--- config.mk ---
export PLATFORM = sky130hd
export DESIGN_NAME = sme_alu_top
export DESIGN_NICKNAME = d
export VERILOG_FILES = /design/src/source/sme_pkg.sv /design/src/source/sme_rng.sv /design/src/source/sme_share_split.sv /design/src/source/sme_share_lane.sv /design/src/source/sme_share_join.sv /design/src/source/sme_wb_ctrl.sv /design/src/source/sme_alu_top.sv
export SDC_FILE = /design/constraint.sdc
export NUM_CORES = 2
export LEC_CHECK = 0
export ABC_CLOCK_PERIOD_IN_PS = 4300
export BUFFER_PORTS_ARGS = -buffer_cell sky130_fd_sc_hd__buf_2
export CELL_PAD_IN_SITES_DETAIL_PLACEMENT = 0
export CELL_PAD_IN_SITES_GLOBAL_PLACEMENT = 1
export CORE_AREA = 2 2 340 241
export DETAILED_ROUTE_END_ITERATION = 12
export DIE_AREA = 0 0 342 243
export PLACE_DENSITY_LB_ADDON = 0.1
export SYNTH_ARGS = -nofsm -noshare
export SYNTH_HDL_FRONTEND = slang
export SYNTH_SLANG_ARGS = --single-unit
--- constraint.sdc ---
create_clock -name g_clk -period 4.3 [get_ports g_clk]
set_input_delay 0.43 -clock g_clk [delete_from_list [all_inputs] [get_ports g_clk]]
set_output_delay 0.43 -clock g_clk [all_outputs]
set_load 0.005 [all_outputs]
--- src/source/sme_pkg.sv ---
// Data width, opcode enum, command struct, register map and latency for the masked ALU
`default_nettype none

package sme_pkg;

    localparam int XLEN        = 32;       // Data word width
    localparam int SME_LATENCY = 3;        // Cmd ack to done, in cycles

    // --------------------
    // Operation codes
    // --------------------

    typedef enum logic [2:0] {
        OP_XOR    = 3'd0,
        OP_XNOR   = 3'd1,
        OP_AND    = 3'd2,                  // DOM
        OP_OR     = 3'd3,                  // DOM, share 0 inverted around it
        OP_ANDN   = 3'd4,                  // DOM, share 0 of b inverted
        OP_SHIFT  = 3'd5,
        OP_ROTATE = 3'd6
    } sme_op_e;

    // One command as written to REG_CMD, low bits of the bus word
    typedef struct packed {
        sme_op_e    op;                    // Bits 8:6
        logic [4:0] shamt;                 // Bits 5:1, shift/rotate amount
        logic       left;                  // Bit 0, 1 = left, 0 = right
    } sme_cmd_t;

    // --------------------
    // Register map
    // --------------------

    // Word addresses
    localparam logic [3:0] REG_RS1    = 4'd0;   // WO
    localparam logic [3:0] REG_RS2    = 4'd1;   // WO
    localparam logic [3:0] REG_CMD    = 4'd2;   // WO, starts the op
    localparam logic [3:0] REG_STATUS = 4'd3;   // RO, bit 0 busy
    localparam logic [3:0] REG_RESULT = 4'd4;   // RO, unmasked result
    localparam logic [3:0] REG_SHARE0 = 4'd8;   // RO, share i at 8+i

endpackage

`default_nettype wire

--- src/source/sme_rng.sv ---
// LFSR bank supplying every random word the masked datapath needs in one cycle
`default_nettype none

module sme_rng #(
    parameter  int SHARES = 3,                                  // Number of Boolean shares
    localparam int NRAND  = (SHARES - 1) + SHARES * (SHARES - 1) / 2
)(
    input  logic                              g_clk,           // Global clock
    input  logic                              reset,           // Sync, active high
    output logic [NRAND*sme_pkg::XLEN-1:0]    rand_words       // Flat, word k at k*XLEN
);

    import sme_pkg::*;

    // Feedback mask for the right-shifting Galois form
    localparam logic [XLEN-1:0] TAPS = 32'h8020_0003;

    logic [XLEN-1:0] lfsr [NRAND];

    // Distinct, never zero: odd multiplier times a nonzero index
    function automatic logic [XLEN-1:0] seed_of(input int k);
        logic [XLEN-1:0] idx;
        idx = XLEN'(k + 1);
        return idx * 32'h9E37_79B9;
    endfunction

    // --------------------
    // Step all LFSRs
    // --------------------

    always_ff @(posedge g_clk) begin
        if (reset) begin
            for (int k = 0; k < NRAND; k++) begin
                lfsr[k] <= seed_of(k);
            end
        end else begin
            for (int k = 0; k < NRAND; k++) begin
                lfsr[k] <= {1'b0, lfsr[k][XLEN-1:1]} ^ (lfsr[k][0] ? TAPS : '0);
            end
        end
    end

    // Flatten for the port
    always_comb begin
        for (int k = 0; k < NRAND; k++) begin
            rand_words[k*XLEN +: XLEN] = lfsr[k];
        end
    end

endmodule

`default_nettype wire

--- src/source/sme_share_split.sv ---
// Feeder turning the two plain operands into registered Boolean shares
`default_nettype none

module sme_share_split #(
    parameter  int SHARES = 3,
    localparam int NRAND  = (SHARES - 1) + SHARES * (SHARES - 1) / 2
)(
    input  logic                              g_clk,
    input  logic                              reset,
    input  logic                              start,           // Op launch pulse
    input  logic [31:0]                       rs1,             // Plain operand a
    input  logic [31:0]                       rs2,             // Plain operand b
    input  logic [NRAND*sme_pkg::XLEN-1:0]    rand_words,
    output logic                              split_valid,     // One cycle after start
    output logic [SHARES*sme_pkg::XLEN-1:0]   a_shares,
    output logic [SHARES*sme_pkg::XLEN-1:0]   b_shares
);

    import sme_pkg::*;

    logic [XLEN-1:0]        mask_all;      // XOR of the splitting words
    logic [SHARES*XLEN-1:0] a_next;
    logic [SHARES*XLEN-1:0] b_next;

    // --------------------
    // Share generation
    // --------------------

    always_comb begin
        mask_all = '0;
        for (int i = 1; i < SHARES; i++) begin
            mask_all = mask_all ^ rand_words[(i-1)*XLEN +: XLEN];
        end

        // Share 0 carries the plain value under all masks
        a_next[0 +: XLEN] = rs1 ^ mask_all;
        b_next[0 +: XLEN] = rs2 ^ mask_all;

        // Higher shares are the splitting words themselves
        for (int i = 1; i < SHARES; i++) begin
            a_next[i*XLEN +: XLEN] = rand_words[(i-1)*XLEN +: XLEN];
            b_next[i*XLEN +: XLEN] = rand_words[(i-1)*XLEN +: XLEN];
        end
    end

    always_ff @(posedge g_clk) begin
        if (reset) begin
            split_valid <= 1'b0;
        end else begin
            split_valid <= start;
        end
    end

    // Share registers, loaded once per op
    always_ff @(posedge g_clk) begin
        if (start) begin
            a_shares <= a_next;
            b_shares <= b_next;
        end
    end

endmodule

`default_nettype wire

--- src/source/sme_share_lane.sv ---
// One share domain: linear ops, shift/rotate and its slice of the DOM AND
`default_nettype none

module sme_share_lane #(
    parameter  int SHARES = 3,
    parameter  int LANE   = 0,                                  // Share index of this domain
    localparam int NRAND  = (SHARES - 1) + SHARES * (SHARES - 1) / 2
)(
    input  logic                              g_clk,
    input  logic                              reset,
    input  logic                              in_valid,        // From the feeder
    input  sme_pkg::sme_cmd_t                 cmd,
    input  logic [31:0]                       a_share,         // Own share of a
    input  logic [SHARES*sme_pkg::XLEN-1:0]   b_shares,        // All shares of b
    input  logic [NRAND*sme_pkg::XLEN-1:0]    rand_words,
    output logic [31:0]                       res_share,
    output logic                              out_valid
);

    import sme_pkg::*;

    localparam bit IS_ZERO = (LANE == 0);  // Share 0 takes the inversions

    // Word index of r_ij for i < j, after the splitting words
    function automatic int pair_word(input int i, input int j);
        int idx;
        idx = SHARES - 1;
        for (int k = 0; k < i; k++) begin
            idx += SHARES - 1 - k;
        end
        return idx + (j - i - 1);
    endfunction

    logic [XLEN-1:0]   a_eff;              // a after OR inversion
    logic [XLEN-1:0]   b_own;
    logic [XLEN-1:0]   dom_res;            // DOM AND slice
    logic [XLEN-1:0]   shift_res;
    logic [XLEN-1:0]   lane_res;

    // --------------------
    // DOM AND slice
    // --------------------

    always_comb begin
        logic            inv_b;
        logic [XLEN-1:0] b_j;
        int              lo;
        int              hi;

        inv_b = (cmd.op == OP_OR) || (cmd.op == OP_ANDN);
        a_eff = (IS_ZERO && cmd.op == OP_OR) ? ~a_share : a_share;
        b_own = b_shares[LANE*XLEN +: XLEN];

        // Inner domain term
        b_j     = (IS_ZERO && inv_b) ? ~b_own : b_own;
        dom_res = a_eff & b_j;

        // Cross-domain terms, each blinded by the pair word
        for (int j = 0; j < SHARES; j++) begin
            if (j != LANE) begin
                lo  = (j < LANE) ? j : LANE;
                hi  = (j < LANE) ? LANE : j;
                b_j = b_shares[j*XLEN +: XLEN];
                if (j == 0 && inv_b) begin
                    b_j = ~b_j;    // Share 0 of b inverted
                end
                dom_res = dom_res ^ (a_eff & b_j) ^ rand_words[pair_word(lo, hi)*XLEN +: XLEN];
            end
        end
    end

    // --------------------
    // Shift and rotate
    // --------------------

    always_comb begin
        logic [2*XLEN-1:0] dbl;
        logic [XLEN-1:0]   fill;

        fill = (cmd.op == OP_ROTATE) ? a_share : '0;   // Zero fill stays linear
        if (cmd.left) begin
            dbl       = {a_share, fill} << cmd.shamt;
            shift_res = dbl[2*XLEN-1:XLEN];
        end else begin
            dbl       = {fill, a_share} >> cmd.shamt;
            shift_res = dbl[XLEN-1:0];
        end
    end

    // Result select
    always_comb begin
        case (cmd.op)
            OP_XOR:    lane_res = a_share ^ b_own;
            OP_XNOR:   lane_res = IS_ZERO ? ~(a_share ^ b_own) : (a_share ^ b_own);
            OP_AND,
            OP_ANDN:   lane_res = dom_res;
            OP_OR:     lane_res = IS_ZERO ? ~dom_res : dom_res;    // De Morgan
            OP_SHIFT,
            OP_ROTATE: lane_res = shift_res;
            default:   lane_res = '0;
        endcase
    end

    always_ff @(posedge g_clk) begin
        if (reset) begin
            out_valid <= 1'b0;
        end else begin
            out_valid <= in_valid;
        end
    end

    always_ff @(posedge g_clk) begin
        if (in_valid) begin
            res_share <= lane_res;     // Register ends the glitch path
        end
    end

endmodule

`default_nettype wire

--- src/source/sme_share_join.sv ---
// Drain holding the result shares and recombining them into the plain result
`default_nettype none

module sme_share_join #(
    parameter int SHARES = 3
)(
    input  logic                              g_clk,
    input  logic                              reset,
    input  logic                              in_valid,        // All lanes valid
    input  logic [SHARES*sme_pkg::XLEN-1:0]   lane_shares,
    output logic [SHARES*sme_pkg::XLEN-1:0]   res_shares,      // For readback
    output logic [31:0]                       result,          // Unmasked
    output logic                              done
);

    import sme_pkg::*;

    logic [XLEN-1:0] unmasked;

    // --------------------
    // Unmask
    // --------------------

    // Only place where the shares meet
    always_comb begin
        unmasked = '0;
        for (int i = 0; i < SHARES; i++) begin
            unmasked = unmasked ^ lane_shares[i*XLEN +: XLEN];
        end
    end

    always_ff @(posedge g_clk) begin
        if (reset) begin
            done       <= 1'b0;
            res_shares <= '0;
            result     <= '0;
        end else begin
            done <= in_valid;                  // One-cycle pulse
            if (in_valid) begin
                res_shares <= lane_shares;
                result     <= unmasked;
            end
        end
    end

endmodule

`default_nettype wire

--- src/source/sme_wb_ctrl.sv ---
// Wishbone classic slave with operand and command registers, busy flag and readback mux
`default_nettype none

module sme_wb_ctrl #(
    parameter int SHARES = 3
)(
    input  logic                              g_clk,
    input  logic                              reset,
    // Wishbone slave
    input  logic                              cyc,
    input  logic                              stb,
    input  logic                              we,
    input  logic [3:0]                        adr,             // Word address
    input  logic [31:0]                       dat_w,
    output logic                              ack,
    output logic [31:0]                       dat_r,
    // Datapath side
    input  logic                              done,            // From the drain
    input  logic [31:0]                       result,
    input  logic [SHARES*sme_pkg::XLEN-1:0]   res_shares,
    output logic                              start,           // One cycle, with ack
    output logic [31:0]                       rs1,
    output logic [31:0]                       rs2,
    output sme_pkg::sme_cmd_t                 cmd
);

    import sme_pkg::*;

    logic             busy;                // Op in flight
    logic             access;              // New bus cycle seen
    logic             wr_ok;               // Write that may land
    logic [3:0]       share_sel;
    logic [XLEN-1:0]  read_word;

    // --------------------
    // Bus decode
    // --------------------

    assign access    = cyc && stb && !ack;         // Ack low, so not the same cycle twice
    assign wr_ok     = access && we && !busy;      // Operand writes locked while busy
    assign share_sel = adr - REG_SHARE0;

    always_ff @(posedge g_clk) begin
        if (reset) begin
            ack   <= 1'b0;
            start <= 1'b0;
            busy  <= 1'b0;
        end else begin
            ack   <= access;                       // Exactly one cycle
            start <= wr_ok && (adr == REG_CMD);
            if (wr_ok && adr == REG_CMD) begin
                busy <= 1'b1;
            end else if (done) begin
                busy <= 1'b0;
            end
        end
    end

    // Operand and command registers, latched with ack
    always_ff @(posedge g_clk) begin
        if (wr_ok) begin
            case (adr)
                REG_RS1: rs1 <= dat_w;
                REG_RS2: rs2 <= dat_w;
                REG_CMD: cmd <= sme_cmd_t'(dat_w[$bits(sme_cmd_t)-1:0]);
                default: ;                         // Unmapped or read only
            endcase
        end
    end

    // --------------------
    // Readback
    // --------------------

    always_comb begin
        read_word = '0;                            // Unmapped reads as zero
        case (adr)
            REG_STATUS: read_word = {{(XLEN-1){1'b0}}, busy};
            REG_RESULT: read_word = result;
            default: begin
                if (adr >= REG_SHARE0 && int'(share_sel) < SHARES) begin
                    read_word = res_shares[share_sel*XLEN +: XLEN];
                end
            end
        endcase
    end

    // Valid while ack high
    always_ff @(posedge g_clk) begin
        dat_r <= (access && !we) ? read_word : '0;
    end

endmodule

`default_nettype wire

--- src/source/sme_alu_top.sv ---
// Top level joining bus controller, rng, feeder, share lanes and drain
`default_nettype none

module sme_alu_top #(
    parameter int SHARES = 3                   // 2 to 8
)(
    input  logic        g_clk,                 // Global clock
    input  logic        reset,                 // Sync, active high
    input  logic        cyc,
    input  logic        stb,
    input  logic        we,
    input  logic [3:0]  adr,
    input  logic [31:0] dat_w,
    output logic [31:0] dat_r,
    output logic        ack
);

    import sme_pkg::*;

    localparam int NRAND = (SHARES - 1) + SHARES * (SHARES - 1) / 2;

    if (SHARES < 2 || SHARES > 8) begin : g_bad_shares
        $error("SHARES must be in 2..8");      // Share readback has 8 slots
    end

    logic                    start;
    logic [XLEN-1:0]         rs1;
    logic [XLEN-1:0]         rs2;
    sme_cmd_t                cmd;
    logic [NRAND*XLEN-1:0]   rand_words;
    logic                    split_valid;
    logic [SHARES*XLEN-1:0]  a_shares;
    logic [SHARES*XLEN-1:0]  b_shares;
    logic [SHARES-1:0]       lane_valid_v;
    logic                    lane_valid;
    logic [SHARES*XLEN-1:0]  lane_shares;
    logic [SHARES*XLEN-1:0]  res_shares;
    logic [XLEN-1:0]         result;
    logic                    done;

    // --------------------
    // Control and masking
    // --------------------

    sme_wb_ctrl #(.SHARES(SHARES)) i_ctrl (
        .g_clk(g_clk), .reset(reset),
        .cyc(cyc), .stb(stb), .we(we), .adr(adr), .dat_w(dat_w),
        .ack(ack), .dat_r(dat_r),
        .done(done), .result(result), .res_shares(res_shares),
        .start(start), .rs1(rs1), .rs2(rs2), .cmd(cmd)
    );

    sme_rng #(.SHARES(SHARES)) i_rng (
        .g_clk(g_clk), .reset(reset), .rand_words(rand_words)
    );

    sme_share_split #(.SHARES(SHARES)) i_split (
        .g_clk(g_clk), .reset(reset), .start(start), .rs1(rs1), .rs2(rs2),
        .rand_words(rand_words), .split_valid(split_valid),
        .a_shares(a_shares), .b_shares(b_shares)
    );

    // One lane per share domain
    for (genvar l = 0; l < SHARES; l++) begin : g_lanes
        sme_share_lane #(.SHARES(SHARES), .LANE(l)) i_lane (
            .g_clk(g_clk), .reset(reset), .in_valid(split_valid), .cmd(cmd),
            .a_share(a_shares[l*XLEN +: XLEN]), .b_shares(b_shares),
            .rand_words(rand_words),
            .res_share(lane_shares[l*XLEN +: XLEN]), .out_valid(lane_valid_v[l])
        );
    end

    assign lane_valid = &lane_valid_v;         // Lanes run in lockstep

    sme_share_join #(.SHARES(SHARES)) i_join (
        .g_clk(g_clk), .reset(reset), .in_valid(lane_valid), .lane_shares(lane_shares),
        .res_shares(res_shares), .result(result), .done(done)
    );

endmodule

`default_nettype wire

# After elaboration in Yosys (flattened, before gate mapping)
# Memories as Yosys holds them, arrays and structs flattened.
# Index checks and enable logic that the tools add are counted.
[totals] ff_bits=527 mem_bits_rw=160 inputBits=41 out_inout_bits=33 wordCells=132 mem_count=1
[classes] n_addsub=1 order_cmp=2 n_eq_ne=10 shift=7 muxes=28 n_bitwise=43 n_reduce_logical=21
[mem_list] memory="i_rng.lfsr" depth=5 word_bits=32 rd=5 rd_ports_with_merged_regs=0 wr=5 line_no="sme_rng.sv:18" source="logic [XLEN-1:0] lfsr [NRAND];"
[ops] op="32-bit bitwise XOR" count=20
[ops] op="32-bit 2-to-1 mux" count=19
[ops] op="32-bit AND" count=9
[ops] op="32-bit case mux with 3 select lines" count=2
[ops] op="64-bit by 5-bit left shift with 64-bit output" count=3
[ops] op="64-bit by 5-bit >> shifter with 32-bit output" count=3
[ops] op="32-bit case mux with 5 select lines" count=1
[ops] op="31-bit by 32-bit bitwise XOR with 32-bit output" count=5
[ops] op="32-bit inverter" count=4
[ops] op="96-bit by 10-bit indexed part select with 32-bit output" count=1
[ops] op="32-bit case mux with 2 select lines" count=1
[ops] op="3-bit equality test (second input constant)" count=3
[ops] op="4-bit by 2-bit equality test with 1-bit output (second input constant)" count=2
[ops] op="1-bit logical AND" count=7
[ops] op="3-bit by 2-bit equality test with 1-bit output (second input constant)" count=2
[ops] op="2-bit AND reduction" count=3
[ops] op="2-bit OR reduction" count=3
[ops] op="1-bit 2-to-1 mux" count=5
[ops] op="1-bit bitwise OR" count=5
[ops] op="4-bit by 1-bit equality test with 1-bit output (second input constant)" count=1
[ops] op="4-bit by 3-bit equality test with 1-bit output (second input constant)" count=1
[ops] op="4-bit greater-or-equal comparator (second input constant)" count=1
[ops] op="4-bit logical NOT" count=1
[ops] op="4-bit by 2-bit less-than comparator with 1-bit output (second input constant)" count=1
[ops] op="other kinds (7)" count=9

# Logic depth before layout (Yosys ltp)
[depth] depth_word=10 mapped_depth=12 depth_no_buf=7

# By module
# Synthesis repeated with hierarchy kept, for this count alone.
[unflattened] hier_cells=4831 area_unflattened_um2=49273.5
[modules_own_cells] mod="sme_share_lane at g_lanes[1].i_lane ..." instances=2 cells_each=1010 area_per_inst_um2=9138.8 seq_area_each_um2=980.9
[modules_own_cells] mod="sme_share_lane at g_lanes[0].i_lane" instances=1 cells_each=1409 area_per_inst_um2=10918.0 seq_area_each_um2=980.9
[modules_own_cells] mod="sme_share_split" instances=1 cells_each=258 area_per_inst_um2=5871.9 seq_area_each_um2=3863.7
[modules_own_cells] mod="sme_share_join" instances=1 cells_each=447 area_per_inst_um2=5427.7 seq_area_each_um2=2582.5
[modules_own_cells] mod="sme_rng" instances=1 cells_each=352 area_per_inst_um2=4471.8 seq_area_each_um2=3203.1
[modules_own_cells] mod="sme_wb_ctrl" instances=1 cells_each=344 area_per_inst_um2=4300.4 seq_area_each_um2=2892.8
[modules_own_cells] mod="sme_alu_top" instances=1 cells_each=1 area_per_inst_um2=6.3 seq_area_each_um2=0.0

# Least setup slack after synthesis
# OpenSTA, ideal clock, no wires.
[synth_timing] path_type="input to register" start="in stb" end="reg i_ctrl.rs1[0] (enable)" arrival_ps=3244 required_time_ps=3839 setup_slack_ps=595 path_stages=3 n_path_buf=0 path_cell_list="nand3b_1 -> or4_1 -> nor3_1"
[synth_between] elab_chain_len=5
[synth_rtl] element="start, declared" line_no="sme_alu_top.sv:10" source="input logic stb,"
[synth_rtl] element="1-bit logical AND (2 in series)" line_no="sme_wb_ctrl.sv:39" source="assign access = cyc && stb && !ack;"
[synth_rtl] element="1-bit logical AND (2 in series)" line_no="sme_wb_ctrl.sv:40" source="assign wr_ok = access && we && !busy;"
[synth_rtl] element="2-bit AND reduction (no source line)"
[synth_rtl] element="end signal, assigned" line_no="sme_wb_ctrl.sv:63" source="REG_RS1: rs1 <= dat_w;"
[synth_rtl] element="end, declared" line_no="sme_wb_ctrl.sv:22" source="output logic [31:0] rs1,"
# No other way between the ends.
# A chain may end at the register's enable or synchronous reset.

# Worst setup path after layout
[layout_timing] start="reg i_ctrl.cmd[8] (netlist name)" end="reg g_lanes[1].i_lane.res_share[1], data pin"
[layout_between] elab_chain_len=9 elab_cells_between_ends=22 classes_between="6 x eq/ne; 2 x shift; 4 x mux; 5 x bitwise; 5 x reduce/logical"
[layout_rtl] element="3-bit by 2-bit equality test with 1-bit output / 3-bit equality test (equally long branches)" line_no="sme_share_lane.sv:50, sme_share_lane.sv:92"
[layout_rtl] element="1-bit logical OR" line_no="sme_share_lane.sv:50" source="inv_b = (cmd.op == OP_OR) || (cmd.op == OP_ANDN);"
[layout_rtl] element="32-bit 2-to-1 mux" line_no="sme_share_lane.sv:64" source="if (j == 0 && inv_b) begin"
[layout_rtl] element="32-bit AND" line_no="sme_share_lane.sv:67" source="dom_res = dom_res ^ (a_eff & b_j) ^ rand_words[pair_word(lo, hi)*XLEN +: XLEN];"
[layout_rtl] element="32-bit bitwise XOR (4 in series)" line_no="sme_share_lane.sv:67"
[layout_rtl] element="32-bit case mux with 3 select lines *" line_no="sme_share_lane.sv:92" source="case (cmd.op)"
[layout_rtl] element="named net g_lanes[1].i_lane.lane_res[1]" line_no="sme_share_lane.sv:38" source="logic [XLEN-1:0] lane_res;"
[layout_rtl] element="end signal, assigned" line_no="sme_share_lane.sv:114" source="res_share <= lane_res;"
[layout_rtl] element="end, declared" line_no="sme_share_lane.sv:16" source="output logic [31:0] res_share,"
# The timed path passes the listed nets; every way through them passes the cells marked *.

==> results.yml <==
place:
  placed_area_um2: 42100
  port_buffers: 73
  place.gp.congestion: 1.06
  dp_hpwl_um: 136000
yosys:
  synth_top_area_share: 0.220
  async_reset_ff_frac: 0
  synth-edff-count: 297
  yosys_register_bits: 623
  yosys_warnings: 0
  syn_inst: 3965
  syn_avg_cell_area_um2: 10.2
  synth.most_common_cell: "xnor2_1"
  yosysTopAreaCell: "edfxtp_1"
  synth_area_leaders: "edfxtp_1 (22%), dfxtp_1 (16%), xnor2_1 (11%)"
  seq_area_frac_synth: 0.381
  ys_types: 79
  synthTopCellsByCount: "xnor2_1 (505), nor2_1 (406), mux2i_1 (364)"
  synth_area_um2: 40500
  synth_nets: 4006
  ys.flop_type: "dfxtp_1"
die:
  row_count: 87
  die_height_um: 243
  core-area_um2: 79900
  initial_core_util: 0.507
  dieArea_um2: 83100
  die_x_um: 342
  io_pins: 74
sta:
  relSlewSlack: 0.103
  slew_viol_final: 0
  finalCritPeriodShare: 1.00
  worstMarginPinSlew_ns: 1.34
  hold_violations: 0
  finClkSkew_ns: 0.0398
  min_period_ns: 4.30
  rsz0062_at_grt: "no"
  fin_setup_tns_ns: 0
  max_freq_mhz: 233
  setup_viol: 0
pwr:
  powerDensity_nw_per_um2: 298
  vdd_drop_max_uv: 371
  power_leakage_uw: 0.0155
route:
  via_per_inst: 6.77
  wirelength_um: 180000
  detail_route.wl_per_cell_um: 35.8
  drtAntennaViolNets: 0
  drtPass1Iterations: 7
  drc: 0
  drt_iter0_markers: 5697
  via_count: 34031
final_layout:
  fin_util: 0.555
  design_area_um2: 44400
  nets: 3941
  area_growth_pct: 9.40
  layout-drive-gt1-share: 0.185
clock_network:
  ctsResizeCount: 0
  postCtsHoldBufs: 19
  clock-root-buffer: "clkbuf_16"
  insertion_delay_ns: 0.67
  clk_path_buf_depth: 3
  clock-sinks: 623
  cts_tree: "done"
  cts_made_buffers: 59
  clk_pin_slew_ns: 0.07
  htreeDepth: 2
  postCtsSetupRepairBufs: 0
worst_setup_path:
  worstPathRequired_ns: 4.62
  rrSetupSlack_ns: 0.001
  worstPathArrival_ns: 4.62
  crit_type: "reg2reg"
  cp-end-kind: "register"
  critPathLaunchType: "register"
  cp_max_fo: 16
grt:
  grt-ovfl-total: 0
  grt_max_degree: 129
  antenna_found_initial: 13
  track_usage: 0.427
  grt_pass1_wl_um: 251000
  grt_pass1_vias: 31724
min_path:
  hp-class: "in2reg"
run:
  maxCapViolCount: 0
status:
  run_status: "complete, no violations"
## worst max-delay path, stage by stage, from the launching register on
cell	delay, ns
edfxtp_1	0.57
nand3b_1	0.60
buf_4	0.43
o221ai_1	0.30
a31oi_1	0.43
o21a_1	0.18
mux2i_1	0.08
o21ai_0	0.97
o21ai_0	0.38
## registers in the layout, summed over array words and instances, names as in the netlist
signal	flops
g_lanes.i_lane.out_valid	1
g_lanes.i_lane.res_share	96
i_ctrl.ack	1
i_ctrl.busy	1
i_ctrl.cmd	9
i_ctrl.dat_r	32
i_ctrl.rs1	32
i_ctrl.rs2	32
i_ctrl.start	1
i_join.done	1
i_join.res_shares	96
i_join.result	32
i_rng.lfsr	160
i_split.a_shares	32
i_split.b_shares	96
i_split.split_valid	1
## layout by cell type (no fill, tap or decap), types with 30 or more instances in the layout
cell       synthesis  layout
clkbuf_16          0      63
mux4_2           185     185
o22ai_1           84      84
or2_2             87      87
mux2i_1          364     364
dfxtp_1          326     323
o221ai_1          38      38
xor2_1            54      54
o211ai_1          30      30
nor2b_1           84      82
a21oi_1          137     137
xnor2_1          505     505
mux2_2            78      78
nand2_1          295     294
buf_2             56      72
a22oi_1           58      58
edfxtp_1         297     297
buf_4             44     156
nor2_1           406     402
o21ai_0          185     185
## where the power goes
part	internal, µW	leakage (µW)	switching (µW)
Sequential	6340	0.00535	171
Combinational	441	0.00917	670
Clock	3090	0.00101	2490
Total	9870	0.0155	3330
## cell families after synthesis
family,Yosys count,share of synthesized area
AND/OR/NAND/NOR,984,0.109
adder cells (fa/ha/maj),4,0.000988
AO/OA/AOI/OAI,734,0.119
XOR/XNOR,575,0.129
buffers and inverters,418,0.0467
flip-flops,623,0.381
multiplexers,627,0.214
## routing by layer
metal / global-route usage / part of all wire / up-vias
li1: - / - / 14128
met5: 0 / 0.00015 / -
met2: 0.549 / 0.38 / 2488
met3: 0.185 / 0.16 / 401
met1: 0.624 / 0.42 / 17010
met4: 0.153 / 0.044 / 4
## stage by stage
| stage | setup slack [ns] | cells | hold slack (ns) | power (µW) |
|---|---|---|---|---|
| 3_3_place_gp | 0.474 | 4888 | 0.454 | 7660 |
| 4_1_cts | 0.434 | 5019 | 0.00417 | 13200 |
| 5_1_grt | 0.147 | 5019 | 0.0118 | 13500 |
| 3_5_place_dp | 0.429 | 4888 | 0.457 | 7680 |
| 6_report | 0.000972 | 5026 | 0.0372 | 13200 |
| 2_1_floorplan | 0.595 | 3965 | 0.406 | 7220 |
## path summary, 6_finish.rpt
| check | depth (start not counted) | startpoint | to |
|---|---|---|---|
| worst max register to register | 8 | i_ctrl.cmd[8] | g_lanes[1].i_lane.res_share[1] |
| worst min-delay path | 1 | dat_w[2] | i_ctrl.rs1[2] |
| worst min register to register | 0 | i_rng.lfsr[0][19] | i_split.b_shares[51] |
| worst max-delay path | 8 | i_ctrl.cmd[8] | g_lanes[1].i_lane.res_share[1] |
## area by class of cell
class / instances / area, µm²
Sequential cell: 623 / 15500
Fill cell: 6839 / 35500
Timing Repair Buffer: 268 / 2140
Antenna cell: 7 / 17.5
Tap cell: 1068 / 1340
Inverter: 24 / 95.1
Clock inverter: 27 / 285
Multi-Input combinational cell: 2924 / 23200
Clock buffer: 85 / 1780
No activity file was read; power rests on OpenSTA's default activity.
